**src/rtl/cpu_params.svh**
```systemverilog
// CPU core sizing parameters
`ifndef CPU_PARAMS_SVH
`define CPU_PARAMS_SVH

// Width of the internal bus and of every datapath register
`define DATA_W 32

// General purpose registers r0 to r15
`define REG_COUNT 16

// Word-addressed program and data RAM
`define MEM_DEPTH 256

// RAM address width; MAR keeps only these low bits of the bus
`define ADDR_W 8

// Sequencer state code width, enough for idle, T0..T7 and halt
`define STATE_W 4

`endif
```
**src/rtl/cpuPkg.sv**
```systemverilog
// CPU core shared types
package cpuPkg;

   // Five-bit major opcodes
   typedef enum logic [4:0] {
      opLd   = 5'b00000,
      opSt   = 5'b00010,
      opAdd  = 5'b00011,
      opSub  = 5'b00100,
      opAnd  = 5'b00101,
      opOr   = 5'b00110,
      opAddi = 5'b01100,
      opOut  = 5'b10111,
      opHalt = 5'b11011
   } opcodeT;

   // ld, st, addi, out and halt
   typedef struct packed {
      opcodeT      opcode;
      logic [3:0]  ra;
      logic [3:0]  rb;
      logic [18:0] imm;
   } immFormatT;

   // add, sub, and, or
   typedef struct packed {
      opcodeT      opcode;
      logic [3:0]  ra;
      logic [3:0]  rb;
      logic [3:0]  rc;
      logic [14:0] unused;
   } regFormatT;

   // Same IR word seen through either format
   typedef union packed {
      immFormatT immFmt;
      regFormatT regFmt;
   } instrWord;

   typedef enum logic [2:0] {
      srcNone,
      srcPc,
      srcMdr,
      srcReg,
      srcRz,
      srcImm
   } busSrcT;

   typedef enum logic [1:0] {
      aluAdd,
      aluSub,
      aluAnd,
      aluOr
   } aluOpT;

endpackage

```
**src/rtl/registerFile.sv**
```systemverilog
// General register file
`include "cpu_params.svh"

module registerFile (
   input  logic               Clock,
   input  logic               rstN,
   input  logic               regIn,
   input  logic               gra,
   input  logic               grb,
   input  logic               grc,
   input  logic               baOut,
   input  cpuPkg::instrWord   ir,
   input  logic [`DATA_W-1:0] bus,
   output logic [`DATA_W-1:0] regData
);
   localparam int SelW = $clog2(`REG_COUNT);

   logic [`DATA_W-1:0] regs [`REG_COUNT];
   logic [SelW-1:0]    sel;

   // Register number from the IR field picked by the sequencer
   always_comb begin
      if (gra) begin
         sel = ir.regFmt.ra;
      end else if (grb) begin
         sel = ir.regFmt.rb;
      end else if (grc) begin
         sel = ir.regFmt.rc;
      end else begin
         sel = '0;
      end
   end

   always_ff @(posedge Clock) begin
      if (!rstN) begin
         for (int i = 0; i < `REG_COUNT; i++) begin
            regs[i] <= '0;
         end
      end else if (regIn) begin
         regs[sel] <= bus;
      end
   end

   // r0 as a base register gives absolute addressing
   assign regData = (baOut && sel == '0) ? '0 : regs[sel];

endmodule

```
**config.mk**
```make
export PLATFORM = sky130hd
export DESIGN_NAME = registerFile
export DESIGN_NICKNAME = d
export VERILOG_FILES = /design/src/rtl/cpuPkg.sv /design/src/rtl/registerFile.sv
export VERILOG_INCLUDE_DIRS = /design/src /design/src/rtl
export SDC_FILE = /design/constraint.sdc
export NUM_CORES = 1
export LEC_CHECK = 0
export BUFFER_PORTS_ARGS = -buffer_cell sky130_fd_sc_hd__buf_2
export CAP_MARGIN = 10
export CORE_MARGIN = 5
export CORE_UTILIZATION = 40
export DETAILED_ROUTE_END_ITERATION = 16
export PLACE_DENSITY = 0.54
export SLEW_MARGIN = 20
export SYNTH_ARGS = -nofsm -noshare
export SYNTH_HDL_FRONTEND = slang
export SYNTH_SLANG_ARGS = --single-unit
export TNS_END_PERCENT = 50
```
**constraint.sdc**
```tcl
create_clock -name Clock -period 6.8 [get_ports Clock]
set_input_delay 0.68 -clock Clock [delete_from_list [all_inputs] [get_ports Clock]]
set_output_delay 0.68 -clock Clock [all_outputs]
set_load 0.05 [all_outputs]
```
==> results.toml <==
[final_layout]
reg.largest.list = "regs: 512 flops"
largest_reg_flops = 512
mostFrequentLayoutCells = "edfxtp_1, and2_1, and3_1, nand2_1, mux4_2"
fillers = 5151
mostFrequentLayoutCell = "edfxtp_1"
layout-drive-gt1-share_pct = 19.5
regMostFlops = "regs"
syn_to_final_growth_pct = 13.0
nNetsFinal = 1697
utilization_pct = 45.9

[die]
dieWidth_um = 252
rows = 88
start_util_pct = 40.6
die-area_um2 = 63700
core_area_um2 = 57900
die_height_um = 252
num_io_pins = 103

[synth]
ys_seq_area_share_pct = 65.4
async_flop_share_pct = 0
ys.flop_type = "edfxtp_1"
yosys_warnings = 0
syn_inst = 1617
postSynthAreaPerCell_um2 = 14.5
synth_area_um2 = 23500
synth.distinct_cells = 44
synth-seq-cells = 512
synth-edff-count = 512
synth_nets = 1688

[timing]
setup_viol = 0
holdWs_ns = 0.531
final-max-slew-violation-count = 0
grt_setup_unrepaired = "no"
fin_tns_setup_ns = 0
slew_headroom_pct = 21.2
final.period_utilization_pct = 66.3
finalCriticalPeriod_ns = 4.51
hold_viol_final = 0
worst_pin_slew_ns = 1.18
max_clock_freq_ghz = 0.222

[worst_setup_path]
crit_path_start_kind = "primary input"
end_kind = "output pin"
path_class = "primary input to output pin"
cp.arrival_ns = 3.83
worstPathRequired_ns = 6.12
cp_max_fo = 52

[route]
wl_mm = 64.7
vias_per_cell = 5.66
ant_nets = 0
wire_per_inst_um = 26.6
drt_iter0_drc = 1146
drc = 0
dr_wl_met3_mm = 3.78
route.met2.wl_mm = 30.4
routed.top_layer = "met5"
wl_met1_mm = 29.1
vias = 13800
dr.pass1.iters = 7

[worst_hold_path]
holdPathEnd = "regs[11][23]"
min_path_type = "primary input to flop"
hp-start = "bus[23]"
holdPathStages = 2

[global_route]
grt.total_usage_pct = 20.3
antenna_found_initial = 4
grt.overflow.total = 0
grt_pass1_vias = 14400
grt_max_degree = 97
grt_pass1_wl_mm = 96.6

[run_status]
status = "complete, no violations"

[clock_tree]
cts_root_buffer = "clkbuf_16"
path_clk_slew_ns = 0.06
ctsHtreeMaxLevel = 2
numCtsBuffers = 54
ctsResizeCount = 0
cts_tree = "built"
cts_sinks = 512
cts_max_path_buffers = 3
holdBufCountCts = 0
cts_setup_buffers = 0

[flow_run]
maxCapViolCount = 0

[pwr]
p_per_area_nw_per_um2 = 282
p_leak_nw = 9.74
finalPower_mw = 7.49
irDropWorstVdd_mv = 0.186

[placed_design]
hpwlAfterDp_mm = 33.7
port_buffers = 82
gp_congestion = 0.735
==> where the power goes <==
group          total [mW]  internal [mW]  switching, mW
logic               0.923          0.287          0.636
registers            3.71           3.66         0.0466
clock network        2.85           1.61           1.24
total                7.49           5.56           1.93
==> stage by stage <==
stage | cells | setup slack, ns | cell area (um2)
2_1_floorplan | 1617 | 2.13 | 23500
3_3_place_gp | 2329 | 2.29 | 24700
3_5_place_dp | 2330 | 2.29 | 24800
4_1_cts | 2428 | 2.28 | 26400
5_1_grt | 2433 | 2.09 | 26600
6_report | 2434 | 2.29 | 26600
==> per-layer routing <==
layer | vias to the layer above | track usage (%)
li1 | 6141 | -
met1 | 7151 | 29.7
met2 | 390 | 31.8
met3 | 85 | 3.25
met4 | 6 | 5.61
met5 | - | 0
==> worst max-delay path, cell delays in order <==
cell	delay, ns
buf_2	0.15
and3b_1	0.34
o21a_4	0.75
buf_12	0.41
mux4_2	0.56
a22oi_1	0.29
o311ai_1	0.26
buf_2	0.30
==> logic make-up after synthesis <==
| group | after synthesis | synth area share (%) |
|---|---|---|
| simple gates | 706 | 17.9 |
| compound gates | 135 | 4.40 |
| buf+inv | 167 | 3.17 |
| flops | 512 | 65.4 |
| mux | 97 | 9.14 |
==> how the worst max path moves through the flow <==
stage | from | end | cells after the start
floorplan | grb | regs[13][0] | 6
global placement | grb | regData[10] | 8
detailed placement | grb | regData[10] | 8
CTS | grb | regData[10] | 8
global route | grb | regData[31] | 8
finish | grb | regData[10] | 8
==> synth_stat cells (all sizes together) (3+ instances only) <==
master,instances,share of area (%)
and2,322,8.6
a211oi,33,1.1
o21ai,17,0.36
nor2b,3,0.080
nand2,99,1.6
mux4,94,9.0
a21oi,4,0.085
edfxtp,512,65
nor3b,31,0.99
clkbuf,106,1.7
nand3b,3,0.096
a22oi,32,1.0
and3,223,5.9
o311ai,31,1.2
or3,4,0.13
buf,60,1.5
nor2,15,0.28
==> area by class of cell <==
| type | count | area [um2] | share of cell area, % |
|---|---|---|---|
| Clock inverter | 32 | 274 | 1.03 |
| Tap cell | 765 | 957 | 3.60 |
| Inverter | 1 | 3.75 | 0.0141 |
| Clock buffer | 66 | 1400 | 5.26 |
| Antenna cell | 1 | 2.50 | 0.00942 |
| Multi-Input combinational cell | 938 | 7680 | 28.9 |
| Timing Repair Buffer | 119 | 876 | 3.30 |
| Sequential cell | 512 | 15400 | 57.9 |
Power figures use the tool's default switching activity.
