### config.mk
export PLATFORM = sky130hd
export DESIGN_NAME = fetchPath
export DESIGN_NICKNAME = d
export VERILOG_FILES = /design/src/rtl/cpuPkg.sv /design/src/rtl/fetchPath.sv
export VERILOG_INCLUDE_DIRS = /design/src /design/src/rtl
export SDC_FILE = /design/constraint.sdc
export NUM_CORES = 1
export LEC_CHECK = 0
export ABC_AREA = 1
export ABC_CLOCK_PERIOD_IN_PS = 1920
export BUFFER_PORTS_ARGS = -buffer_cell sky130_fd_sc_hd__clkbuf_2
export CAP_MARGIN = 20
export CELL_PAD_IN_SITES_DETAIL_PLACEMENT = 1
export CELL_PAD_IN_SITES_GLOBAL_PLACEMENT = 2
export CORE_ASPECT_RATIO = 1.25
export CORE_MARGIN = 4
export CORE_UTILIZATION = 24
export CTS_CLUSTER_DIAMETER = 100
export DETAILED_ROUTE_END_ITERATION = 16
export PLACE_DENSITY_LB_ADDON = 0.1
export SYNTH_ARGS = -nofsm -noshare
export SYNTH_HDL_FRONTEND = slang
export SYNTH_SLANG_ARGS = --single-unit
### constraint.sdc
create_clock -name Clock -period 1.92 [get_ports Clock]
set_input_delay 0.384 -clock Clock [delete_from_list [all_inputs] [get_ports Clock]]
set_output_delay 0.384 -clock Clock [all_outputs]
set_load 0.05 [all_outputs]
### src/rtl/cpu_params.svh
// CPU core sizing parameters
`ifndef CPU_PARAMS_SVH
`define CPU_PARAMS_SVH

// Width of the internal bus and of every datapath register
`define DATA_W 32

// General purpose registers r0 to r15
`define REG_COUNT 16

// Word-addressed program and data RAM
`define MEM_DEPTH 256

// RAM address width; MAR keeps only these low bits of the bus
`define ADDR_W 8

// Sequencer state code width, enough for idle, T0..T7 and halt
`define STATE_W 4

`endif
### src/rtl/cpuPkg.sv
// CPU core shared types
package cpuPkg;

   // Five-bit major opcodes
   typedef enum logic [4:0] {
      opLd   = 5'b00000,
      opSt   = 5'b00010,
      opAdd  = 5'b00011,
      opSub  = 5'b00100,
      opAnd  = 5'b00101,
      opOr   = 5'b00110,
      opAddi = 5'b01100,
      opOut  = 5'b10111,
      opHalt = 5'b11011
   } opcodeT;

   // ld, st, addi, out and halt
   typedef struct packed {
      opcodeT      opcode;
      logic [3:0]  ra;
      logic [3:0]  rb;
      logic [18:0] imm;
   } immFormatT;

   // add, sub, and, or
   typedef struct packed {
      opcodeT      opcode;
      logic [3:0]  ra;
      logic [3:0]  rb;
      logic [3:0]  rc;
      logic [14:0] unused;
   } regFormatT;

   // Same IR word seen through either format
   typedef union packed {
      immFormatT immFmt;
      regFormatT regFmt;
   } instrWord;

   typedef enum logic [2:0] {
      srcNone,
      srcPc,
      srcMdr,
      srcReg,
      srcRz,
      srcImm
   } busSrcT;

   typedef enum logic [1:0] {
      aluAdd,
      aluSub,
      aluAnd,
      aluOr
   } aluOpT;

endpackage

### src/rtl/fetchPath.sv
// PC, IR and internal bus
`include "cpu_params.svh"

module fetchPath (
   input  logic                Clock,
   input  logic                rstN,
   input  logic                pcIn,
   input  logic                incPc,
   input  logic                irIn,
   input  cpuPkg::busSrcT      busSrc,
   input  logic [`DATA_W-1:0]  mdrData,
   input  logic [`DATA_W-1:0]  regData,
   input  logic [`DATA_W-1:0]  rzData,
   output logic [`DATA_W-1:0]  bus,
   output cpuPkg::instrWord    ir
);
   import cpuPkg::*;

   logic [`DATA_W-1:0] pc;
   logic [`DATA_W-1:0] immExt;

   // Word addressing, so the next instruction is pc + 1
   always_ff @(posedge Clock) begin
      if (!rstN) begin
         pc <= '0;
      end else if (pcIn) begin
         pc <= bus;
      end else if (incPc) begin
         pc <= pc + 1'b1;
      end
   end

   always_ff @(posedge Clock) begin
      if (!rstN) begin
         ir <= '0;
      end else if (irIn) begin
         ir <= bus;
      end
   end

   // 19-bit constant field, sign extended
   assign immExt = {{(`DATA_W - 19){ir.immFmt.imm[18]}}, ir.immFmt.imm};

   always_comb begin
      case (busSrc)
         srcPc:   bus = pc;
         srcMdr:  bus = mdrData;
         srcReg:  bus = regData;
         srcRz:   bus = rzData;
         srcImm:  bus = immExt;
         default: bus = '0;
      endcase
   end

endmodule

==> impl_metrics.toml <==
[floorplanning]
core_area_um2 = 18800
std_cell_rows = 56
die-area_um2 = 21600
ios = 168
die_h_um = 163
initial_core_util = 0.245
die_x_um = 132

[critical_path]
path_class = "reg2out"
r2r-start = "ir[18]$_SDFFE_PN0P_"
path_cells = "nand4_1 > buf_6 > buf_6 > inv_4 > a21oi_4 > nand2_2 > buf_12"
crit_arrival_ns = 1.54
cp_common_cell = "buf_6"
crit_path_max_fanout = 6
start_kind = "flop"
crit_path_top_delay_cell = "dfxtp_2"
critPathLaunch = "ir[18]$_SDFFE_PN0P_"
slowest_delay_ns = 0.32
cp.required_ns = 1.54
critPathCaptureType = "output pin"

[synth]
yosysWarnings = 0
netlist_area_um2 = 4620
yosysUniqueCellTypes = 36
avgSynthCellArea_um2 = 5.73
synth_top_cell_by_area = "dfxtp_1"
yosysSeqAreaShare = 0.277
synth.top_cell.area_share = 0.277
syn-num-nets = 912
netlist_instances = 807
synth.area.top_cells = "dfxtp_1, nand2_1, inv_1"
synth_enable_flop_cells = 0
ys_seq_elements = 64
async_flop_share = 0
synthFlopType = "dfxtp_1"

[placed_design]
routabilityCongestion = 0.851
hpwlAfterDp_mm = 17.6
place_area_um2 = 6900
preCtsSetupSlack_ns = -0.125
port_buffers = 167

[final_layout]
n_fill_cell = 2459
regArea_um2 = 1280
layout.nets = 1179
drive_gt1_frac = 0.360
fin_area_um2 = 7700
multi_input_area_um2 = 2900
areaGrowthSynthToFinish_pct = 66.6

[clock_network]
insertion_delay_ns = 0.34
cts_tree = "done"
clockRootBuffer = "clkbuf_16"
cts_buffer_depth = 2
cts_buffers = 9
cts_max_level = 3
hold_buffers = 0
cts.sinks = 64
clkTransAtPathRegs_ns = 0.06

[routing]
antenna_left = 0
route.detailed.drc = 0
wire_per_inst_um = 16.9
drtPass1Iterations = 4
vias = 6022
wl_mm = 22.2
vias_per_cell = 4.59
drt_first_iter_violations = 181

[global_route]
overflow = 0
grt_max_degree = 32
busiest_layer = "met2"
grtUsageMet3 = 0.0280
grt_pass1_vias = 6344
met2_usage = 0.402
track_usage = 0.204
antenna_found_initial = 1
grt_use_met1 = 0.223
grt_pass1_wl_mm = 34.3

[timing]
tightest_slew_ns = 0.409
rsz0062_at_grt = "true"
period_share = 1.00
hold_viol_final = 0
tns_ns = -0.0133
clock.fmax_mhz = 519
slew_headroom = 0.727
finClkSkew_ns = 0.00798
setup_ws_ns = -0.00729
drv_slew = 0
hold-worst-slack_ns = 0.415
fin_crit_ns = 1.93
setup_viol = 2

[power_and_ir_drop]
pwr_density_cell_nw_per_um2 = 634
leakage_nw = 3.93
ir_drop_v = 0.000333

[outcome]
status = "finished with violations"
violations = "setup timing"

[run]
cap_violations = 0

[hold_path]
hold_class = "in2reg"
min_from = "mdrData[28]"
## cells in the mapped netlist (2+ instances only)
cell / number
a21oi_1: 55
nor3_2: 2
inv_2: 7
clkbuf_1: 15
buf_2: 3
nand3_4: 3
xor2_1: 8
nand2_1: 232
o21ai_1: 20
nor3_1: 8
buf_1: 2
xnor2_1: 2
buf_6: 6
buf_4: 5
inv_1: 120
o21ai_0: 38
nor2_2: 9
nand3b_1: 3
dfxtp_1: 64
nand4_1: 12
nor2_1: 117
nand4_2: 2
o211ai_1: 3
a21oi_2: 4
inv_4: 3
nand3_1: 54
## layout by cell type (no fill, tap or decap), types with 7 or more instances in the layout
master and instances:
buf_4 102, buf_12 42, o21ai_0 35, clkbuf_2 132
nand3_1 45, a21oi_1 53, nand2_2 9, inv_2 15
xor2_1 8, nand2_1 222, nor2_1 106, inv_1 108
dfxtp_1 63, nor2_2 11, nor2_4 10, nand3_2 7
nand4_1 12, clkbuf_16 9, o21ai_1 19
## repair_timing
| action | CTS | global route |
|---|---|---|
| resized for setup | 46 | 48 |
| pin swaps | 14 | 23 |
| setup endpoints to repair | 32 | 33 |
| setup buffers | 16 | 8 |
## path summary, 6_finish.rpt
kind,end,slack [ns],depth (start not counted)
max,bus[28],-0.007,7
min,ir[28]$_SDFFE_PN0P_,0.41,5
max reg2reg,pc[22]$_SDFFE_PN0P_,0.11,13
min reg2reg,ir[24]$_SDFFE_PN0P_,0.53,2
## through the flow
stage	power, W	utilization	instances
3_5_place_dp	0.00312	0.366	1272
5_1_grt	0.00511	0.408	1312
3_3_place_gp	0.00312	0.366	1272
6_report	0.00488	0.408	1312
4_1_cts	0.00492	0.396	1304
2_1_floorplan	0.00232	-	807
## routing by layer
layer  vias up  part of all wire
met5         -                 0
met1      2846              0.39
met3        22             0.032
met4         0             0.022
li1       3048                 -
met2       106              0.55
## registers in the layout, summed over array words and instances, names as in the netlist
signal and count:
ir 32, pc 32
## where the power goes
group | switching [W] | internal, W
Combinational | 0.000972 | 0.000710
Sequential | 0.0000835 | 0.00142
Clock | 0.000687 | 0.00101
## critical path, delay by kind of cell (launching register included)
| kind | cells | cell delay, ns |
|---|---|---|
| AO/OA/AOI/OAI | 1 | 0.12 |
| buffers and inverters | 4 | 0.51 |
| flip-flops | 1 | 0.32 |
| AND/OR/NAND/NOR | 2 | 0.26 |
## kinds of logic (layout without fill, tap and decap cells)
group,after synthesis,in the layout,synth area share
adder cells (fa/ha/maj),1,1,0.00271
flip-flops,64,64,0.277
XOR/XNOR,10,10,0.0190
other,0,1,0
AO/OA/AOI/OAI,123,123,0.139
AND/OR/NAND/NOR,447,447,0.414
buffers and inverters,162,434,0.148
## layout make-up
cell class                 count  share of cell area
multi-input combinational    581               0.377
timing repair buffer         287               0.313
sequential                    64               0.167
inverter                     131              0.0675
tap                          232              0.0377
clock buffer                   9              0.0293
clock inverter                 7             0.00943
antenna                        1            0.000325
Note: power is estimated with default switching activity, not from simulation.
