File: src/rtl/cpu_params.svh
// CPU core sizing parameters
`ifndef CPU_PARAMS_SVH
`define CPU_PARAMS_SVH

// Width of the internal bus and of every datapath register
`define DATA_W 32

// General purpose registers r0 to r15
`define REG_COUNT 16

// Word-addressed program and data RAM
`define MEM_DEPTH 256

// RAM address width; MAR keeps only these low bits of the bus
`define ADDR_W 8

// Sequencer state code width, enough for idle, T0..T7 and halt
`define STATE_W 4

`endif
File: src/rtl/cpuPkg.sv
// CPU core shared types
package cpuPkg;

   // Five-bit major opcodes
   typedef enum logic [4:0] {
      opLd   = 5'b00000,
      opSt   = 5'b00010,
      opAdd  = 5'b00011,
      opSub  = 5'b00100,
      opAnd  = 5'b00101,
      opOr   = 5'b00110,
      opAddi = 5'b01100,
      opOut  = 5'b10111,
      opHalt = 5'b11011
   } opcodeT;

   // ld, st, addi, out and halt
   typedef struct packed {
      opcodeT      opcode;
      logic [3:0]  ra;
      logic [3:0]  rb;
      logic [18:0] imm;
   } immFormatT;

   // add, sub, and, or
   typedef struct packed {
      opcodeT      opcode;
      logic [3:0]  ra;
      logic [3:0]  rb;
      logic [3:0]  rc;
      logic [14:0] unused;
   } regFormatT;

   // Same IR word seen through either format
   typedef union packed {
      immFormatT immFmt;
      regFormatT regFmt;
   } instrWord;

   typedef enum logic [2:0] {
      srcNone,
      srcPc,
      srcMdr,
      srcReg,
      srcRz,
      srcImm
   } busSrcT;

   typedef enum logic [1:0] {
      aluAdd,
      aluSub,
      aluAnd,
      aluOr
   } aluOpT;

endpackage

File: src/rtl/controlUnit.sv
// Hardwired control sequencer
`include "cpu_params.svh"

module controlUnit (
   input  logic           Clock,
   input  logic           rstN,
   input  logic           run,
   input  cpuPkg::opcodeT opcode,
   output cpuPkg::busSrcT busSrc,
   output cpuPkg::aluOpT  aluOp,
   output logic           pcIn,
   output logic           incPc,
   output logic           irIn,
   output logic           marIn,
   output logic           mdrIn,
   output logic           memRead,
   output logic           memWrite,
   output logic           ryIn,
   output logic           rzIn,
   output logic           regIn,
   output logic           gra,
   output logic           grb,
   output logic           grc,
   output logic           baOut,
   output logic           outIn,
   output logic           halted
);
   import cpuPkg::*;

   localparam logic [`STATE_W-1:0] sIdle = 0;
   localparam logic [`STATE_W-1:0] sT0   = 1;
   localparam logic [`STATE_W-1:0] sT1   = 2;
   localparam logic [`STATE_W-1:0] sT2   = 3;
   localparam logic [`STATE_W-1:0] sT3   = 4;
   localparam logic [`STATE_W-1:0] sT4   = 5;
   localparam logic [`STATE_W-1:0] sT5   = 6;
   localparam logic [`STATE_W-1:0] sT6   = 7;
   localparam logic [`STATE_W-1:0] sT7   = 8;
   localparam logic [`STATE_W-1:0] sHalt = 9;

   logic [`STATE_W-1:0] state;
   logic [`STATE_W-1:0] nextState;
   logic                isMem;
   logic                isRegAlu;
   logic                lastStep;
   aluOpT               aluSel;

   always_ff @(posedge Clock) begin
      if (!rstN) begin
         state <= sIdle;
      end else begin
         state <= nextState;
      end
   end

   // Instruction classes, only meaningful from T3 on
   assign isMem    = (opcode == opLd) || (opcode == opSt);
   assign isRegAlu = (opcode == opAdd) || (opcode == opSub) ||
                     (opcode == opAnd) || (opcode == opOr);

   always_comb begin
      case (opcode)
         opSub:   aluSel = aluSub;
         opAnd:   aluSel = aluAnd;
         opOr:    aluSel = aluOr;
         default: aluSel = aluAdd;
      endcase
   end

   // Final step of each instruction
   always_comb begin
      if (isMem) begin
         lastStep = (state == sT7);
      end else if (isRegAlu || opcode == opAddi) begin
         lastStep = (state == sT5);
      end else begin
         lastStep = (state == sT3);
      end
   end

   always_comb begin
      nextState = state;
      case (state)
         sIdle: begin
            if (run) begin
               nextState = sT0;
            end
         end
         sT0: nextState = sT1;
         sT1: nextState = sT2;
         sT2: nextState = sT3;
         sT3, sT4, sT5, sT6, sT7: begin
            if (opcode == opHalt) begin
               nextState = sHalt;
            end else if (lastStep) begin
               nextState = run ? sT0 : sIdle;
            end else begin
               nextState = state + 1'b1;
            end
         end
         sHalt: nextState = sHalt;
         default: nextState = sIdle;
      endcase
   end

   // No jump instructions, so PC is only ever incremented
   assign pcIn = 1'b0;

   always_comb begin
      busSrc   = srcNone;
      aluOp    = aluAdd;
      incPc    = 1'b0;
      irIn     = 1'b0;
      marIn    = 1'b0;
      mdrIn    = 1'b0;
      memRead  = 1'b0;
      memWrite = 1'b0;
      ryIn     = 1'b0;
      rzIn     = 1'b0;
      regIn    = 1'b0;
      gra      = 1'b0;
      grb      = 1'b0;
      grc      = 1'b0;
      baOut    = 1'b0;
      outIn    = 1'b0;
      halted   = 1'b0;
      case (state)
         sT0: begin
            busSrc = srcPc;
            marIn  = 1'b1;
            incPc  = 1'b1;
         end
         sT1: begin
            memRead = 1'b1;
            mdrIn   = 1'b1;
         end
         sT2: begin
            busSrc = srcMdr;
            irIn   = 1'b1;
         end
         sT3: begin
            if (opcode == opOut) begin
               busSrc = srcReg;
               gra    = 1'b1;
               outIn  = 1'b1;
            end else if (opcode == opHalt) begin
               halted = 1'b1;
            end else if (isMem || isRegAlu || opcode == opAddi) begin
               // Base or first operand into RY; r0 as a base means zero
               busSrc = srcReg;
               grb    = 1'b1;
               baOut  = isMem;
               ryIn   = 1'b1;
            end
         end
         sT4: begin
            if (isRegAlu) begin
               busSrc = srcReg;
               grc    = 1'b1;
            end else begin
               busSrc = srcImm;
            end
            aluOp = aluSel;
            rzIn  = 1'b1;
         end
         sT5: begin
            busSrc = srcRz;
            if (isMem) begin
               marIn = 1'b1;
            end else begin
               gra   = 1'b1;
               regIn = 1'b1;
            end
         end
         sT6: begin
            if (opcode == opLd) begin
               memRead = 1'b1;
               mdrIn   = 1'b1;
            end else begin
               busSrc = srcReg;
               gra    = 1'b1;
               mdrIn  = 1'b1;
            end
         end
         sT7: begin
            if (opcode == opLd) begin
               busSrc = srcMdr;
               gra    = 1'b1;
               regIn  = 1'b1;
            end else begin
               memWrite = 1'b1;
            end
         end
         sHalt: halted = 1'b1;
         default: ;
      endcase
   end

endmodule

File: config.mk
export PLATFORM = sky130hd
export DESIGN_NAME = controlUnit
export DESIGN_NICKNAME = d
export VERILOG_FILES = /design/src/rtl/cpuPkg.sv /design/src/rtl/controlUnit.sv
export VERILOG_INCLUDE_DIRS = /design/src /design/src/rtl
export SDC_FILE = /design/constraint.sdc
export NUM_CORES = 1
export LEC_CHECK = 0
export BUFFER_PORTS_ARGS = -buffer_cell sky130_fd_sc_hd__buf_2
export CORE_MARGIN = 8
export CORE_UTILIZATION = 51
export CTS_CLUSTER_DIAMETER = 120
export DETAILED_ROUTE_END_ITERATION = 10
export GPL_TIMING_DRIVEN = 0
export PLACE_DENSITY_LB_ADDON = 0.08
export SETUP_SLACK_MARGIN = 0.02
export SLEW_MARGIN = 20
export SYNTH_ARGS = -nofsm -noshare
export SYNTH_HDL_FRONTEND = slang
export SYNTH_SLANG_ARGS = --single-unit
File: constraint.sdc
create_clock -name Clock -period 3.7 [get_ports Clock]
set_clock_uncertainty 0.1 [all_clocks]
set_input_delay 0.74 -clock Clock [delete_from_list [all_inputs] [get_ports Clock]]
set_output_delay 0.74 -clock Clock [all_outputs]
set_load 0.05 [all_outputs]
==> reports/qor.txt <==
routability cong. - 0.925
crit-path leading delay family - simple AND/OR/NAND/NOR gates
clock tree root driver cell - clkbuf_4
Area after DPL - 866 sq um
endpoint class of the critical path - primary output
first-pass GRT wire length - 3400 microns
largest net degree at the start of global routing - 11
initial antenna violation count - 0
met2 Track Usage GR - 0.256
status - finished, final reports clean
Cell Chain, Critical Path - buf_2 > nor2_1 > nand2_1 > nor2_1 > o21ai_0 > a21oi_1 > or4b_2 > buf_2
syn nets - 130
Final Slew Violations - 0
met1 GRT Util - 0.181
Reg with most FFs - state
CP peak stage delay - 600 ps
Critical Path Source Type - input pin
crit path kind - in -> out
Die Ht - 53.6 microns
Hold Path Class - reg -> reg
placed wire-length estimate - 1780 microns
Via Count - 931
Synth-to-Final Area Change - 23.3%
Async SR Flop Fraction - 0
met3 usage - 0.0165
post-DR vias/cell - 5.82
final hold viol count - 0
number of synthesized flops with an enable pin - 0
Die ar. - 2870 sq um
fmax - 289 MHz
GR peak layer - met2
vias in the first global route - 840
total grt overflow - 0
io pins - 29
slowest CP cell - or4b_2
TritonCTS sink count - 4
deepest clock path buffer count - 2
Pwr Density - 504 nW/um^2
#FFs+latches synth - 4
n_diodes - 0
total core area - 1320 sq um
Resize count post-CTS - 0
Yosys cell types - 39
post-synthesis cell area - 721 sq um
crit path buf inv count - 2
Ys Warns - 0
final instance area - 888 sq um
clk slew on worst S/H paths - 30 ps
CTS Buf Count - 3
drt wl/cell - 13.9 microns
final worst-path cycle share - 0.935
max_cap viols - 0
CP Data Required Time - 2860 ps
CTS tree - built
row count - 13
Hold Buf Count CTS - 0
max reg flops - 4
CP max FO - 10
FF+latch area - 80.1 sq um
DRC Markers - 0
post-CTS setup buffers - 0
Clock Latency Late Sink - 230 ps
RSZ-0062 raised after global routing - false
Detail Route Antenna Nets - 0
drt total wl - 2220 microns
die width - 53.6 microns
share of cells above drive strength 1 - 0.255
Regs by FF count - state x4
fin crit period - 3460 ps
final setup vio count - 0
maximum vdd ir drop - 0.000364 V
Multi-input gate area - 573 sq um
hold_ws - 486 ps
most frequent cells in the layout - buf_2 (26), nor2_1 (22), nand2_1 (13), nand3_1 (8), o21ai_0 (8)
Seq/Total Area, Yosys - 0.111
Cells after Synth - 118
commonest non-fill, non-tap cell in the layout - buf_2
WP data arrival - 2620 ps
mean post-synth cell area - 6.11 sq um
drt pass-1 iters - 4
nets - 159
IO buf count - 24
Initial Utilization - 0.547
H-tree Lvls - 1
Fillers - 135
Leak - 0.409 nW
PnR worst setup slack - 242 ps
Iteration-0 DRC Markers - 24
Sum Neg Setup Slack - 0 ps
Top FF cell, synth - dfxtp_1
Place WS - 299 ps
total track usage - 0.152
==> final timing paths <==
check	from	endpoint	slack, ps	cells past startpoint
max	opcode[3]	busSrc[1]	240	8
min	state[1]	state[1]	490	2
max reg2reg	state[0]	state[2]	1440	8
min reg2reg	state[1]	state[1]	490	2
==> logic make-up after synthesis <==
| logic type | share of synthesized area |
|---|---|
| buffers and inverters | 0.102 |
| adders and majority gates | 0.0694 |
| AOI/OAI and AO/OA | 0.257 |
| DFF | 0.111 |
| other | 0.00520 |
| and+or+nand+nor | 0.405 |
| muxes | 0.0139 |
| xor gates and xnor gates | 0.0365 |
==> per-layer routing <==
metal | part of all wire | wire length [microns] | up-vias
li1 | - | - | 460
met1 | 0.43 | 954 | 426
met2 | 0.48 | 1070 | 39
met3 | 0.081 | 180 | 6
met4 | 0.0059 | 13 | 0
met5 | 0 | 0 | -
==> report_power, final <==
part | switching (mW) | leakage [nW] | internal (mW)
Combinational | 0.235 | 0.363 | 0.0937
Clock | 0.0152 | 0.0138 | 0.0361
Sequential | 0.0145 | 0.0326 | 0.0537
Total | 0.264 | 0.409 | 0.183
==> final cells by class <==
cell class              count  share of cell area
plain buffers               8              0.0535
well taps                  15              0.0211
flip-flops and latches      4              0.0901
repair buffers             24               0.135
multi-input cells          99               0.645
clock buffers               3              0.0254
inverters                   7              0.0296
==> stage by stage <==
stage / utilization / cells / power (mW)
after floorplan: - / 118 / 0.325
after global placement: 0.657 / 157 / 0.388
after detailed placement: 0.657 / 157 / 0.392
after CTS: 0.674 / 160 / 0.449
after global routing: 0.674 / 160 / 0.485
final: 0.674 / 160 / 0.448
==> worst min-delay path, stage by stage, from the launching register on <==
cell     delay (ps)
dfxtp_1         350
nand4_1         100
o22ai_1          80
==> Yosys cell counts (all sizes together) (2+ instances only) <==
cell | count | area, sq um
o31a | 2 | 17.5
o22ai | 2 | 12.5
dfxtp | 4 | 80.1
nand2 | 13 | 48.8
xnor2 | 2 | 17.5
clkbuf | 3 | 11.3
ha | 4 | 50.1
o21ai | 8 | 40.0
a21o | 2 | 15.0
nor2b | 3 | 18.8
or2 | 2 | 12.5
nand3 | 8 | 40.0
nor3b | 2 | 15.0
inv | 7 | 26.3
a21oi | 7 | 35.0
nor2 | 22 | 82.6
nand2b | 2 | 12.5
buf | 5 | 36.3
nor3 | 2 | 10.0
No activity file was read; power rests on OpenSTA's default activity.
