File: src/rtl/cpu_params.svh
// CPU core sizing parameters
`ifndef CPU_PARAMS_SVH
`define CPU_PARAMS_SVH

// Width of the internal bus and of every datapath register
`define DATA_W 32

// General purpose registers r0 to r15
`define REG_COUNT 16

// Word-addressed program and data RAM
`define MEM_DEPTH 256

// RAM address width; MAR keeps only these low bits of the bus
`define ADDR_W 8

// Sequencer state code width, enough for idle, T0..T7 and halt
`define STATE_W 4

`endif
File: src/rtl/cpuPkg.sv
// CPU core shared types
package cpuPkg;

   // Five-bit major opcodes
   typedef enum logic [4:0] {
      opLd   = 5'b00000,
      opSt   = 5'b00010,
      opAdd  = 5'b00011,
      opSub  = 5'b00100,
      opAnd  = 5'b00101,
      opOr   = 5'b00110,
      opAddi = 5'b01100,
      opOut  = 5'b10111,
      opHalt = 5'b11011
   } opcodeT;

   // ld, st, addi, out and halt
   typedef struct packed {
      opcodeT      opcode;
      logic [3:0]  ra;
      logic [3:0]  rb;
      logic [18:0] imm;
   } immFormatT;

   // add, sub, and, or
   typedef struct packed {
      opcodeT      opcode;
      logic [3:0]  ra;
      logic [3:0]  rb;
      logic [3:0]  rc;
      logic [14:0] unused;
   } regFormatT;

   // Same IR word seen through either format
   typedef union packed {
      immFormatT immFmt;
      regFormatT regFmt;
   } instrWord;

   typedef enum logic [2:0] {
      srcNone,
      srcPc,
      srcMdr,
      srcReg,
      srcRz,
      srcImm
   } busSrcT;

   typedef enum logic [1:0] {
      aluAdd,
      aluSub,
      aluAnd,
      aluOr
   } aluOpT;

endpackage

File: src/rtl/aluUnit.sv
// ALU with RY and RZ registers
`include "cpu_params.svh"

module aluUnit (
   input  logic               Clock,
   input  logic               rstN,
   input  logic               ryIn,
   input  logic               rzIn,
   input  cpuPkg::aluOpT      aluOp,
   input  logic [`DATA_W-1:0] bus,
   output logic [`DATA_W-1:0] rzData
);
   import cpuPkg::*;

   logic [`DATA_W-1:0] ry;
   logic [`DATA_W-1:0] result;

   // First operand, held while the second one is on the bus
   always_ff @(posedge Clock) begin
      if (!rstN) begin
         ry <= '0;
      end else if (ryIn) begin
         ry <= bus;
      end
   end

   // Add and sub simply drop the carry out
   always_comb begin
      case (aluOp)
         aluAdd:  result = ry + bus;
         aluSub:  result = ry - bus;
         aluAnd:  result = ry & bus;
         aluOr:   result = ry | bus;
         default: result = '0;
      endcase
   end

   always_ff @(posedge Clock) begin
      if (!rstN) begin
         rzData <= '0;
      end else if (rzIn) begin
         rzData <= result;
      end
   end

endmodule

File: config.mk
export PLATFORM = sky130hd
export DESIGN_NAME = aluUnit
export DESIGN_NICKNAME = d
export VERILOG_FILES = /design/src/rtl/cpuPkg.sv /design/src/rtl/aluUnit.sv
export VERILOG_INCLUDE_DIRS = /design/src /design/src/rtl
export SDC_FILE = /design/constraint.sdc
export NUM_CORES = 1
export LEC_CHECK = 0
export BUFFER_PORTS_ARGS = -buffer_cell sky130_fd_sc_hd__buf_2
export CORE_ASPECT_RATIO = 1.75
export CORE_MARGIN = 10
export CORE_UTILIZATION = 55
export CTS_CLUSTER_SIZE = 24
export DETAILED_ROUTE_END_ITERATION = 16
export GPL_ROUTABILITY_DRIVEN = 0
export MAX_ROUTING_LAYER = met4
export PLACE_DENSITY = 0.77
export SLEW_MARGIN = 5
export SYNTH_ARGS = -nofsm -noshare
export SYNTH_HDL_FRONTEND = slang
export SYNTH_SLANG_ARGS = --single-unit
File: constraint.sdc
create_clock -name Clock -period 4.5 [get_ports Clock]
set_input_delay 0.45 -clock Clock [delete_from_list [all_inputs] [get_ports Clock]]
set_output_delay 0.45 -clock Clock [all_outputs]
set_load 0.01 [all_outputs]
==> run summary, run 1 <==
Die area: 0.01377 sq mm
PostCTS Resize Cnt: 0
Avg Synthesized Cell Area: 8.428 sq um
FP Rows: 46
EDFF count, synth: 0
Max Slew Vio Count: 0
Syn Inst Count: 610
Layout Nets: 734
Asr flop ratio synth: 0%
Post-synth net total: 683
Min Clock Period, post-route: 4.140 ns
Fillers: 824
Hold_buf cts: 0
Multi-input logic area: 0.003661 sq mm
PwrDens: 329.3 mW/mm^2
Hold Crit Class: primary input to register
Grt ovf: 0
Worst vdd ir: 0.0002582 V
Pre-Repair DR Iteration Count: 5
Fin Clk Skew: 0.005166 ns
Width of the die: 93.09 um
IO Pins: 70
Layout area overhead: 13.65%
Main flop type after synthesis: dfxtp_1
Non-Filler Instances: 786
H-tree levels: 3
Synth Area in Simple Gates: 16.79%
Largest family of logic cells by synthesized area: compound AO/OA/AOI/OAI gates
Fmax: 241.5 MHz
Vias in the first global route: 4,852
Routed Wire Length: 14,820 um
Post-CTS Setup Bufs: 0
Depth of the most critical reg-to-reg path: 13
ANT nets after route: 0
CTS Buffer Depth: 2
FF+latch count, synth: 64
Max-Cap Viols: 0
Number of buffers created by CTS: 9
Clk root buf: clkbuf_16
Crit Path Max Fanout: 8
Worst-path cell chain: buf_2 > nor4_1 > nand2_1 > nor4_2 > or3b_4 > nand2_1 > xor2_1 > ha_1 > a211oi_1 > o21bai_1 > a21oi_1 > nor2_1 > nor2_1 > o21ai_1 > a221oi_1 > mux2i_1 > o22ai_1
Yosys cell types: 61
Clock transition at path regs: 0.05 ns
Vias per cell: 6.224
Worst Tran Pin Value: 1.092 ns
Placed Cells: 770
Mux contribution to synthesized area: 7.398%
Gr usage total: 21.88%
Port buffer count: 69
Leakage: 2.641 nW
Clk Latency, worst-skew pair: 0.34 ns
Max_slew headroom: 27.21%
Total clock sinks: 64
Slowest-stage cell, CP: or3b_4
Vias: 4,892
Largest net degree at the start of global routing: 51
Routed WL per cell: 18.85 um
Slowest cell delay on critical path: 0.48 ns
Xor and xnor area share after synthesis: 10.37%
Outcome: finished, final reports clean
Synth Area in Adders: 12.75%
DRC viols: 0
First-pass GRT wire length: 23,870 um
Layout cells sized above 1: 16.22%
Post-synthesis compound-gate area fraction: 23.90%
Core ar.: 0.009094 sq mm
CTS tree: built
CP required: 4.69 ns
DIE HEIGHT: 147.9 um
Setup violations, final: 0
Setup crit end kind: register
Hold Path Cell Cnt: 3
Kind of critical path: primary input to register
Antenna fix cells: 0
1st-iter DRT viols: 257
Yosys warns: 0
Starting Density: 56.54%
Sum Neg Setup Slack: 0 ns
Final hold violations: 0
Unrepaired setup endpoints after global routing: no
Fin crit share: 92.00%
Antenna violations before repair: 0
Dpl hpwl: 11,000 um
Mapped cell area: 0.005141 sq mm
Critical Path Source Type: primary input
Register area share after synthesis: 24.92%
CP arrival: 4.33 ns
Register area: 0.001281 sq mm
-- layout make-up --
class,count,area share (%)
tap,120,2.570
timing repair buffer,78,7.066
multi-input combinational,495,62.66
clock inverter,6,1.028
sequential,64,21.93
clock buffer,10,3.919
inverter,13,0.8351
-- cell usage in the layout (no fill, tap or decap), drive strengths merged, types with 3 or more instances in the layout --
cell type	netlist	final
a211oi	4	4
a21o	9	9
a21oi	54	54
a31oi	4	4
and3	4	4
buf	11	78
clkbuf	27	10
clkinv	0	3
dfxtp	64	64
ha	34	34
inv	13	13
maj3	21	21
mux2i	38	38
nand2	44	44
nand2b	3	3
nand3	10	10
nand4	9	9
nor2	23	23
nor2b	38	38
nor3	5	5
nor4	6	6
o211a	16	16
o211ai	18	18
o21ai	39	39
o21bai	5	5
o221ai	8	8
o31ai	7	7
o41ai	4	4
or3	7	7
or4	3	3
xnor2	29	29
xor2	31	31
-- critical path: cells and delay by family --
| family | cells | cell delay [ns] |
|---|---|---|
| buffers and inverters | 1 | 0.15 |
| xor gates and xnor gates | 1 | 0.15 |
| muxes | 1 | 0.23 |
| adders and majority gates | 1 | 0.33 |
| AOI/OAI and AO/OA | 6 | 1.22 |
| and+or+nand+nor | 7 | 1.79 |
-- kinds of logic (layout without fill, tap and decap cells) --
| logic type | after synthesis | count (layout) |
|---|---|---|
| DFF | 64 | 64 |
| buffers and inverters | 51 | 107 |
| muxes | 38 | 38 |
| xor gates and xnor gates | 60 | 60 |
| and+or+nand+nor | 157 | 157 |
| adders and majority gates | 56 | 56 |
| AOI/OAI and AO/OA | 184 | 184 |
-- sequential cells by signal, indices dropped and copies added, names as in the netlist --
register,flops
rzData,32
ry,32
-- Yosys cell counts, types with 2 or more instances --
| master | count | area share [%] |
|---|---|---|
| maj3_1 | 21 | 4.1 |
| mux2i_1 | 38 | 7.4 |
| or4_1 | 2 | 0.29 |
| a21boi_0 | 2 | 0.29 |
| nand3_1 | 10 | 0.97 |
| dfxtp_1 | 64 | 25 |
| a211oi_1 | 4 | 0.58 |
| nor3_1 | 4 | 0.39 |
| o221ai_1 | 8 | 1.4 |
| o41ai_1 | 3 | 0.51 |
| o21ai_0 | 26 | 2.5 |
| nor2_1 | 23 | 1.7 |
| o211ai_1 | 18 | 2.6 |
| and3_1 | 4 | 0.49 |
| nor4_1 | 4 | 0.49 |
| or3_4 | 3 | 0.66 |
| a31oi_1 | 4 | 0.49 |
| o31ai_1 | 7 | 1.0 |
| nand4_1 | 9 | 1.1 |
| clkbuf_1 | 27 | 2.0 |
| a221oi_1 | 2 | 0.34 |
| a21oi_1 | 53 | 5.2 |
| ha_1 | 34 | 8.3 |
| xnor2_1 | 28 | 4.8 |
| nor2b_1 | 38 | 4.6 |
| nand2_1 | 43 | 3.1 |
| xor2_1 | 31 | 5.3 |
| inv_1 | 13 | 0.95 |
| o211a_1 | 16 | 3.1 |
| buf_1 | 10 | 0.73 |
| o21ai_1 | 13 | 1.3 |
| nand2b_1 | 3 | 0.37 |
| or3_1 | 4 | 0.49 |
| o22ai_1 | 2 | 0.24 |
| o21bai_1 | 5 | 0.73 |
| a21o_1 | 9 | 1.3 |
-- power breakdown --
| part | total, mW | internal [mW] | switching, mW |
|---|---|---|---|
| sequential | 0.641 | 0.611 | 0.0302 |
| clock | 0.683 | 0.425 | 0.258 |
| combinational | 0.599 | 0.253 | 0.346 |
-- worst paths after layout --
check | start | end | slack, ns
worst max-delay path | bus[6] | rzData[31] | 0.36
worst min-delay path | bus[31] | ry[31] | 0.44
worst max register to register | ry[0] | rzData[28] | 1.19
worst min register to register | rzData[3] | rzData[3] | 0.47
-- per-layer routing --
layer	vias to the layer above	global-route usage (%)	routed length [um]
met5	-	-	0
met4	0	10.08	524
met1	2357	21.06	5647
li1	2340	-	-
met3	46	4.462	590
met2	149	40.28	8052
-- through the flow --
step	setup slack, ns	hold WS, ns	area, sq um	power [mW]	utilization [%]
after global routing	0.01866	0.4619	5843	2.016	64.25
final	0.3599	0.4445	5843	1.924	64.25
after floorplan	0.6275	0.4909	5141	1.071	-
after CTS	0.4293	0.4360	5843	1.926	64.25
after detailed placement	0.08341	0.4612	5554	1.242	61.08
after global placement	0.2475	0.4582	5554	1.227	61.08
Power figures use the tool's default switching activity.
==> run 2, diff against run 1 <==
Settings changed: CORE_UTILIZATION 55 to 45, PLACE_DENSITY 0.77 to not set.
Clock period 4.5 ns to 3.85 ns, I/O delays scaled along.
==> run 2 against run 1 <==
Compared with the run above:
- via count grew 0.92%
- flip-flop and latch count is the same
- hold slack got worse by 0.054 ns
- core utilization decreased by 7.6 points
- clock skew up 0.00058 ns
- clock-buffer cell count increased by 3
- worst setup slack lost 0.082 ns
- combinational power is 30% higher
- global-route usage shrank 2.2 points
- die area up 18%
- clock power grew 23%
- sequential share of layout area is 1.7 points lower
- critical endpoint is now rzData[26]
- largest power group unchanged
- highest routed layer unchanged
==> run summary, run 2 (synthesis gave the netlist of run 1 again) <==
Leakage: 2.939 nW (+11%)
Total clock sinks: 64 (unchanged)
Width of the die: 100.8 um (+8.3%)
Worst vdd ir: 0.0002598 V (+0.61%)
Fin Clk Skew: 0.005743 ns (+0.0005769 ns)
Place WS: -0.1212 ns (-0.2046 ns)
Slowest cell delay on critical path: 0.40 ns (-0.08 ns)
Kind of critical path: primary input to register
DIE HEIGHT: 161.4 um (+9.1%)
First-pass GRT wire length: 25,400 um (+6.4%)
Layout Nets: 791 (+7.8%)
CTS tree: built
Pre-Repair DR Iteration Count: 4 (-1)
Switching share of total power: 32.13% (-0.84 points)
Clk Latency, worst-skew pair: 0.33 ns (about the same)
Setup violations, final: 0 (unchanged)
Final instance area: 0.006331 sq mm (+8.4%)
FP Rows: 51 (+11%)
Vias: 4,937 (+0.92%)
Starting Density: 46.04% (-10 points)
Antenna fix cells: 0 (unchanged)
DRC viols: 0 (unchanged)
Worst Tran Pin Value: 1.118 ns (+0.02666 ns)
Largest net degree at the start of global routing: 51 (unchanged)
Commonest non-fill, non-tap cells in the layout: 69 x buf_2, 66 x buf_4, 64 x dfxtp_1, 53 x a21oi_1, 43 x nand2_1
Vias per cell: 5.774 (-7.2%)
Slowest-stage cell, CP: o41ai_1
Worst-path cell chain: buf_2 > nor4_4 > nand2_2 > o41ai_1 > xor2_1 > ha_1 > buf_4 > nand4_1 > nor4_1 > a22oi_1 > a31oi_1 > a31oi_1 > buf_4 > buf_4 > o21ai_1 > xnor2_1 > a21oi_1
Antenna violations before repair: 0 (unchanged)
Clk pwr share: 35.6% (about the same)
RR Endpoint: rzData[28]
Crit path top cell by count: buf_4
Crit Path Max Fanout: 5 (-3)
Post-Place Cell Area: 0.005989 sq mm (+7.8%)
Setup slack, reg-to-reg: 0.65 ns (-0.54 ns)
Max_slew headroom: 25.44% (-1.8 points)
Max Slew Vio Count: 0 (unchanged)
Layout area overhead: 23.14%
CP required: 4.03 ns (-0.66 ns)
Depth of the most critical reg-to-reg path: 14 (+1)
Critical Path Source Type: primary input
Grt ovf: 0 (unchanged)
Die area: 0.01627 sq mm (+18%)
Min Clock Period, post-route: 3.572 ns
Worst Slack Setup Final: 0.2778 ns (-0.08206 ns)
Commonest non-fill, non-tap cell in the layout: buf_2
Crit path launch: bus[2]
Hold_buf cts: 0 (unchanged)
Fin crit share: 92.78%
Port buffer count: 69 (unchanged)
Layout cells sized above 1: 23.24% (+7.0 points)
Routed Wire Length: 15,890 um (+7.3%)
Number of buffers created by CTS: 9 (unchanged)
Final Core Density: 56.69% (-7.6 points)
Clock transition at path regs: 0.06 ns (about the same)
Outcome: finished, final reports clean
Combinational group share of total power: 32.8% (+1.7 points)
CP arrival: 3.75 ns (-0.58 ns)
Hold slack: 0.3906 ns (-0.05393 ns)
Setup crit end kind: register
Psw: 0.7608 mW (+20%)
Hold Path End: ry[25]
Max-Cap Viols: 0 (unchanged)
Fmax: 279.9 MHz
R2r startpoint: ry[0]
ANT nets after route: 0 (unchanged)
Hold Path Cell Cnt: 3 (unchanged)
Hold Crit Class: primary input to register
PwrDens: 374.0 mW/mm^2 (+14%)
IO Pins: 70 (unchanged)
Clk root buf: clkbuf_16
Dpl hpwl: 11,840 um (+7.6%)
Vias in the first global route: 5,150 (+6.1%)
Routed WL per cell: 18.59 um (-1.4%)
Gr usage total: 19.72% (-2.2 points)
P_int: 1.607 mW (+25%)
1st-iter DRT viols: 184 (-28%)
Core ar.: 0.01117 sq mm (+23%)
Part of the power in registers: 31.7% (-1.6 points)
Total power: 2.368 mW (+23%)
Unrepaired setup endpoints after global routing: no
Worst hold start: bus[25]
Largest regs: ry: 32 flops, rzData: 32 flops
CTS Buffer Depth: 2 (unchanged)
Final hold violations: 0 (unchanged)
H-tree levels: 3 (unchanged)
[run 2: how the worst max path moves through the flow]
stage,cells after the start,end
global placement,16,rzData[30]
detailed placement,16,rzData[30]
CTS,16,rzData[30]
global route,17,rzData[31]
floorplan,14,rzData[31]
finish,17,rzData[26]
[run 2: power groups by stage]
| stage | combinational, mW | sequential, mW | clock, mW |
|---|---|---|---|
| after CTS | 0.773 | 0.750 | 0.858 |
| after global routing | 0.855 | 0.755 | 0.894 |
| final | 0.776 | 0.750 | 0.842 |
| after detailed placement | 0.766 | 0.764 | 0 |
| after global placement | 0.757 | 0.762 | 0 |
| after floorplan | 0.482 | 0.770 | 0 |
[run 2: stage by stage]
step / instances / TNS, ns
floorplan: 610 / 0
global placement: 838 / -0.1115
detailed placement: 838 / -0.2628
CTS: 854 / 0
global route: 855 / 0
finish: 855 / 0
[run 2: repair_timing]
action	4_1_cts	5_1_grt
endpoints found under the hold margin	0	0
resized for setup	0	5
setup endpoints to repair	0	3
setup buffers	0	1
[run 2: per-layer routing]
metal	global-route usage, %	part of all wire, %
met4	7.226	2.6
met1	19.17	38
met2	37.35	56
met5	-	0
met3	3.076	3.2
[run 2: layout make-up]
| type | count | area, sq um |
|---|---|---|
| Tap cell | 132 | 165.2 |
| Sequential cell | 64 | 1281 |
| Multi-Input combinational cell | 495 | 3695 |
| Clock inverter | 3 | 40.04 |
| Timing Repair Buffer | 135 | 840.8 |
| Clock buffer | 13 | 260.3 |
| Inverter | 13 | 48.80 |
| Fill cell | 1054 | 4836 |
[run 2: worst max-delay path: cells and delay by family]
kind / cells / cell delay (ns)
AO/OA/AOI/OAI: 6 / 1.28
buffers and inverters: 4 / 0.57
XOR/XNOR: 2 / 0.26
AND/OR/NAND/NOR: 4 / 0.90
adder cells (fa/ha/maj): 1 / 0.33
==> run 3, diff against run 2 <==
Settings changed: CORE_ASPECT_RATIO 1.75 to not set.
==> run 3 against run 2 <==
Compared with the run above:
- sequential share of layout area rose by 0.064 points
- combinational power barely moved
- non-clock buffer count fell by 1
- critical endpoint is now rzData[31]
- largest cell class unchanged
- largest power group unchanged
- highest routed layer unchanged
==> run summary, run 3 (synthesis gave the netlist of run 1 again) <==
Crit Path Max Fanout: 5 (unchanged)
Worst vdd ir: 0.0002846 V (+9.6%)
Setup violations, final: 0 (unchanged)
Switching share of total power: 32.50% (+0.37 points)
Pre-Repair DR Iteration Count: 5 (+1)
Setup slack, reg-to-reg: 0.65 ns (about the same)
Largest regs: ry: 32 flops, rzData: 32 flops
Crit path top cell by count: nor2_1
Commonest non-fill, non-tap cell in the layout: buf_2
Total clock sinks: 64 (unchanged)
IO Pins: 70 (unchanged)
Min Clock Period, post-route: 3.621 ns (+0.04842 ns)
Vias in the first global route: 4,929 (-4.3%)
Slowest cell delay on critical path: 0.42 ns (+0.02 ns)
RR Endpoint: rzData[28]
Total power: 2.320 mW (-2.0%)
Vias per cell: 5.720 (-0.93%)
Fin Clk Skew: 0.006919 ns (+0.001176 ns)
Clk pwr share: 34.3% (-1.3 points)
Port buffer count: 69 (unchanged)
First-pass GRT wire length: 25,230 um (-0.68%)
Combinational group share of total power: 33.4% (+0.6 points)
Die area: 0.01610 sq mm (-1.0%)
Clock transition at path regs: 0.06 ns (about the same)
Hold Crit Class: primary input to register
Max_slew headroom: 28.24% (+2.8 points)
CP arrival: 3.83 ns (+0.08 ns)
Routed Wire Length: 15,370 um (-3.3%)
WL met3: 679 um (+35%)
Top sig layer: met4
Grt ovf: 0 (unchanged)
Worst-path cell chain: buf_2 > nor4_4 > nand2_2 > nor4_2 > buf_4 > or3b_4 > nand2_1 > xor2_1 > ha_1 > a211oi_1 > o21bai_1 > a21oi_1 > nor2_1 > nor2_1 > o21ai_1 > a221oi_2 > mux2i_1 > o22ai_1
Layout cells sized above 1: 23.13% (-0.11 points)
CTS Buffer Depth: 2 (unchanged)
DIE HEIGHT: 126.9 um (-21%)
Core ar.: 0.01103 sq mm (-1.2%)
DR WL met2: 6906 um (-22%)
Clk root buf: clkbuf_16
Worst hold start: bus[25]
Worst path bufs/invs: 2 (-2)
ANT nets after route: 0 (unchanged)
Layout Nets: 790 (-0.13%)
Gr usage total: 19.26% (-0.46 points)
Outcome: finished, final reports clean
Hold Path End: ry[25]
Fin crit share: 94.04% (+1.3 points)
Largest net degree at the start of global routing: 43 (-16%)
DRT met1 WL: 7572 um (+24%)
FP Rows: 38 (-25%)
Slowest-stage cell, CP: or3b_4
Starting Density: 46.61% (+0.57 points)
Final hold violations: 0 (unchanged)
CP required: 4.06 ns (+0.03 ns)
Max-Cap Viols: 0 (unchanged)
Fmax: 276.2 MHz (-1.3%)
Critical Path Source Type: primary input
Worst Tran Pin Value: 1.076 ns (-0.04199 ns)
Sum Neg Setup Slack: 0 ns (unchanged)
CTS tree: built
Hold slack: 0.3816 ns (-0.008985 ns)
Number of buffers created by CTS: 9 (unchanged)
Leakage: 2.925 nW (-0.47%)
Commonest non-fill, non-tap cells in the layout: 69 x buf_2, 65 x buf_4, 64 x dfxtp_1, 53 x a21oi_1, 43 x nand2_1
H-tree levels: 3 (unchanged)
DRC viols: 0 (unchanged)
Vias: 4,931 (-0.12%)
Width of the die: 126.9 um (+26%)
PwrDens: 367.7 mW/mm^2 (-1.7%)
1st-iter DRT viols: 290 (+58%)
Dpl hpwl: 11,500 um (-2.8%)
Max Slew Vio Count: 0 (unchanged)
Delay-heaviest family, CP: simple AND/OR/NAND/NOR gates
Unrepaired setup endpoints after global routing: no
P_int: 1.566 mW (-2.5%)
Routed WL per cell: 17.83 um (-4.1%)
Clk Latency, worst-skew pair: 0.33 ns (about the same)
Setup crit end kind: register
Part of the power in registers: 32.3% (+0.6 points)
R2r startpoint: ry[0]
Kind of critical path: primary input to register
Antenna violations before repair: 0 (unchanged)
Hold Path Cell Cnt: 3 (unchanged)
Layout area overhead: 22.75%
Antenna fix cells: 0 (unchanged)
Psw: 0.7541 mW (-0.89%)
Depth of the most critical reg-to-reg path: 14 (unchanged)
## run 3: cell count changes in the layout (fill, tap and decap cells not counted), sizes merged
cell,change
buf,-1
clkbuf,-1
clkinv,+1
## run 3: power groups by stage
stage,Clock (mW),Sequential [mW],Combinational (mW)
2_1_floorplan,0,0.770,0.482
3_3_place_gp,0,0.760,0.749
3_5_place_dp,0,0.763,0.760
4_1_cts,0.809,0.749,0.767
5_1_grt,0.838,0.756,0.853
6_report,0.797,0.750,0.774
## run 3: per-stage QoR
step                worst slack, ns  std cells  utilization (%)  cell area, sq um
floorplan                   0.04246        610                -              5141
global placement           -0.05248        846            54.39              6000
detailed placement          -0.1582        846            54.39              6000
CTS                          0.1769        862            56.94              6281
global route                0.02442        862            57.21              6311
finish                       0.2294        862            57.21              6311
## run 3: worst reg2reg max path, cell delays in order (launching register included)
cell and delay, ns:
dfxtp_1 0.32, inv_1 0.08, ha_1 0.16, inv_1 0.05
fa_1 0.40, a21o_1 0.20, a221o_1 0.38, a22oi_1 0.33
a21oi_1 0.12, or3_1 0.33, a21oi_1 0.16, buf_4 0.15
o21ai_1 0.08, xnor2_1 0.22, o21ai_1 0.09
## run 3: layout make-up
type	count	area, sq um
Multi-Input combinational cell	495	3691
Clock buffer	12	236.5
Sequential cell	64	1281
Clock inverter	4	45.04
Timing Repair Buffer	134	833.3
Tap cell	140	175.2
Inverter	13	48.80
Fill cell	1047	4720
## run 3: timing repair
action                     CTS  global route
setup endpoints to repair    0             2
gates resized for setup      0             5
buffers inserted             0             0
hold buffers                 0             0
## run 3: routing by layer
layer | vias up | track usage [%]
li1 | 2450 | -
met1 | 2367 | 25.90
met2 | 102 | 29.16
met3 | 12 | 3.249
met4 | 0 | 5.023
met5 | - | -
## run 3: how the worst max path moves through the flow
stage / startpoint / to / slack (ns) / cells after the start
2_1_floorplan: bus[6] / rzData[31] / 0.04 / 14
3_3_place_gp: bus[15] / rzData[30] / -0.05 / 17
3_5_place_dp: bus[15] / rzData[30] / -0.16 / 17
4_1_cts: bus[2] / rzData[30] / 0.18 / 19
5_1_grt: bus[2] / rzData[31] / 0.02 / 18
6_report: bus[2] / rzData[31] / 0.23 / 18
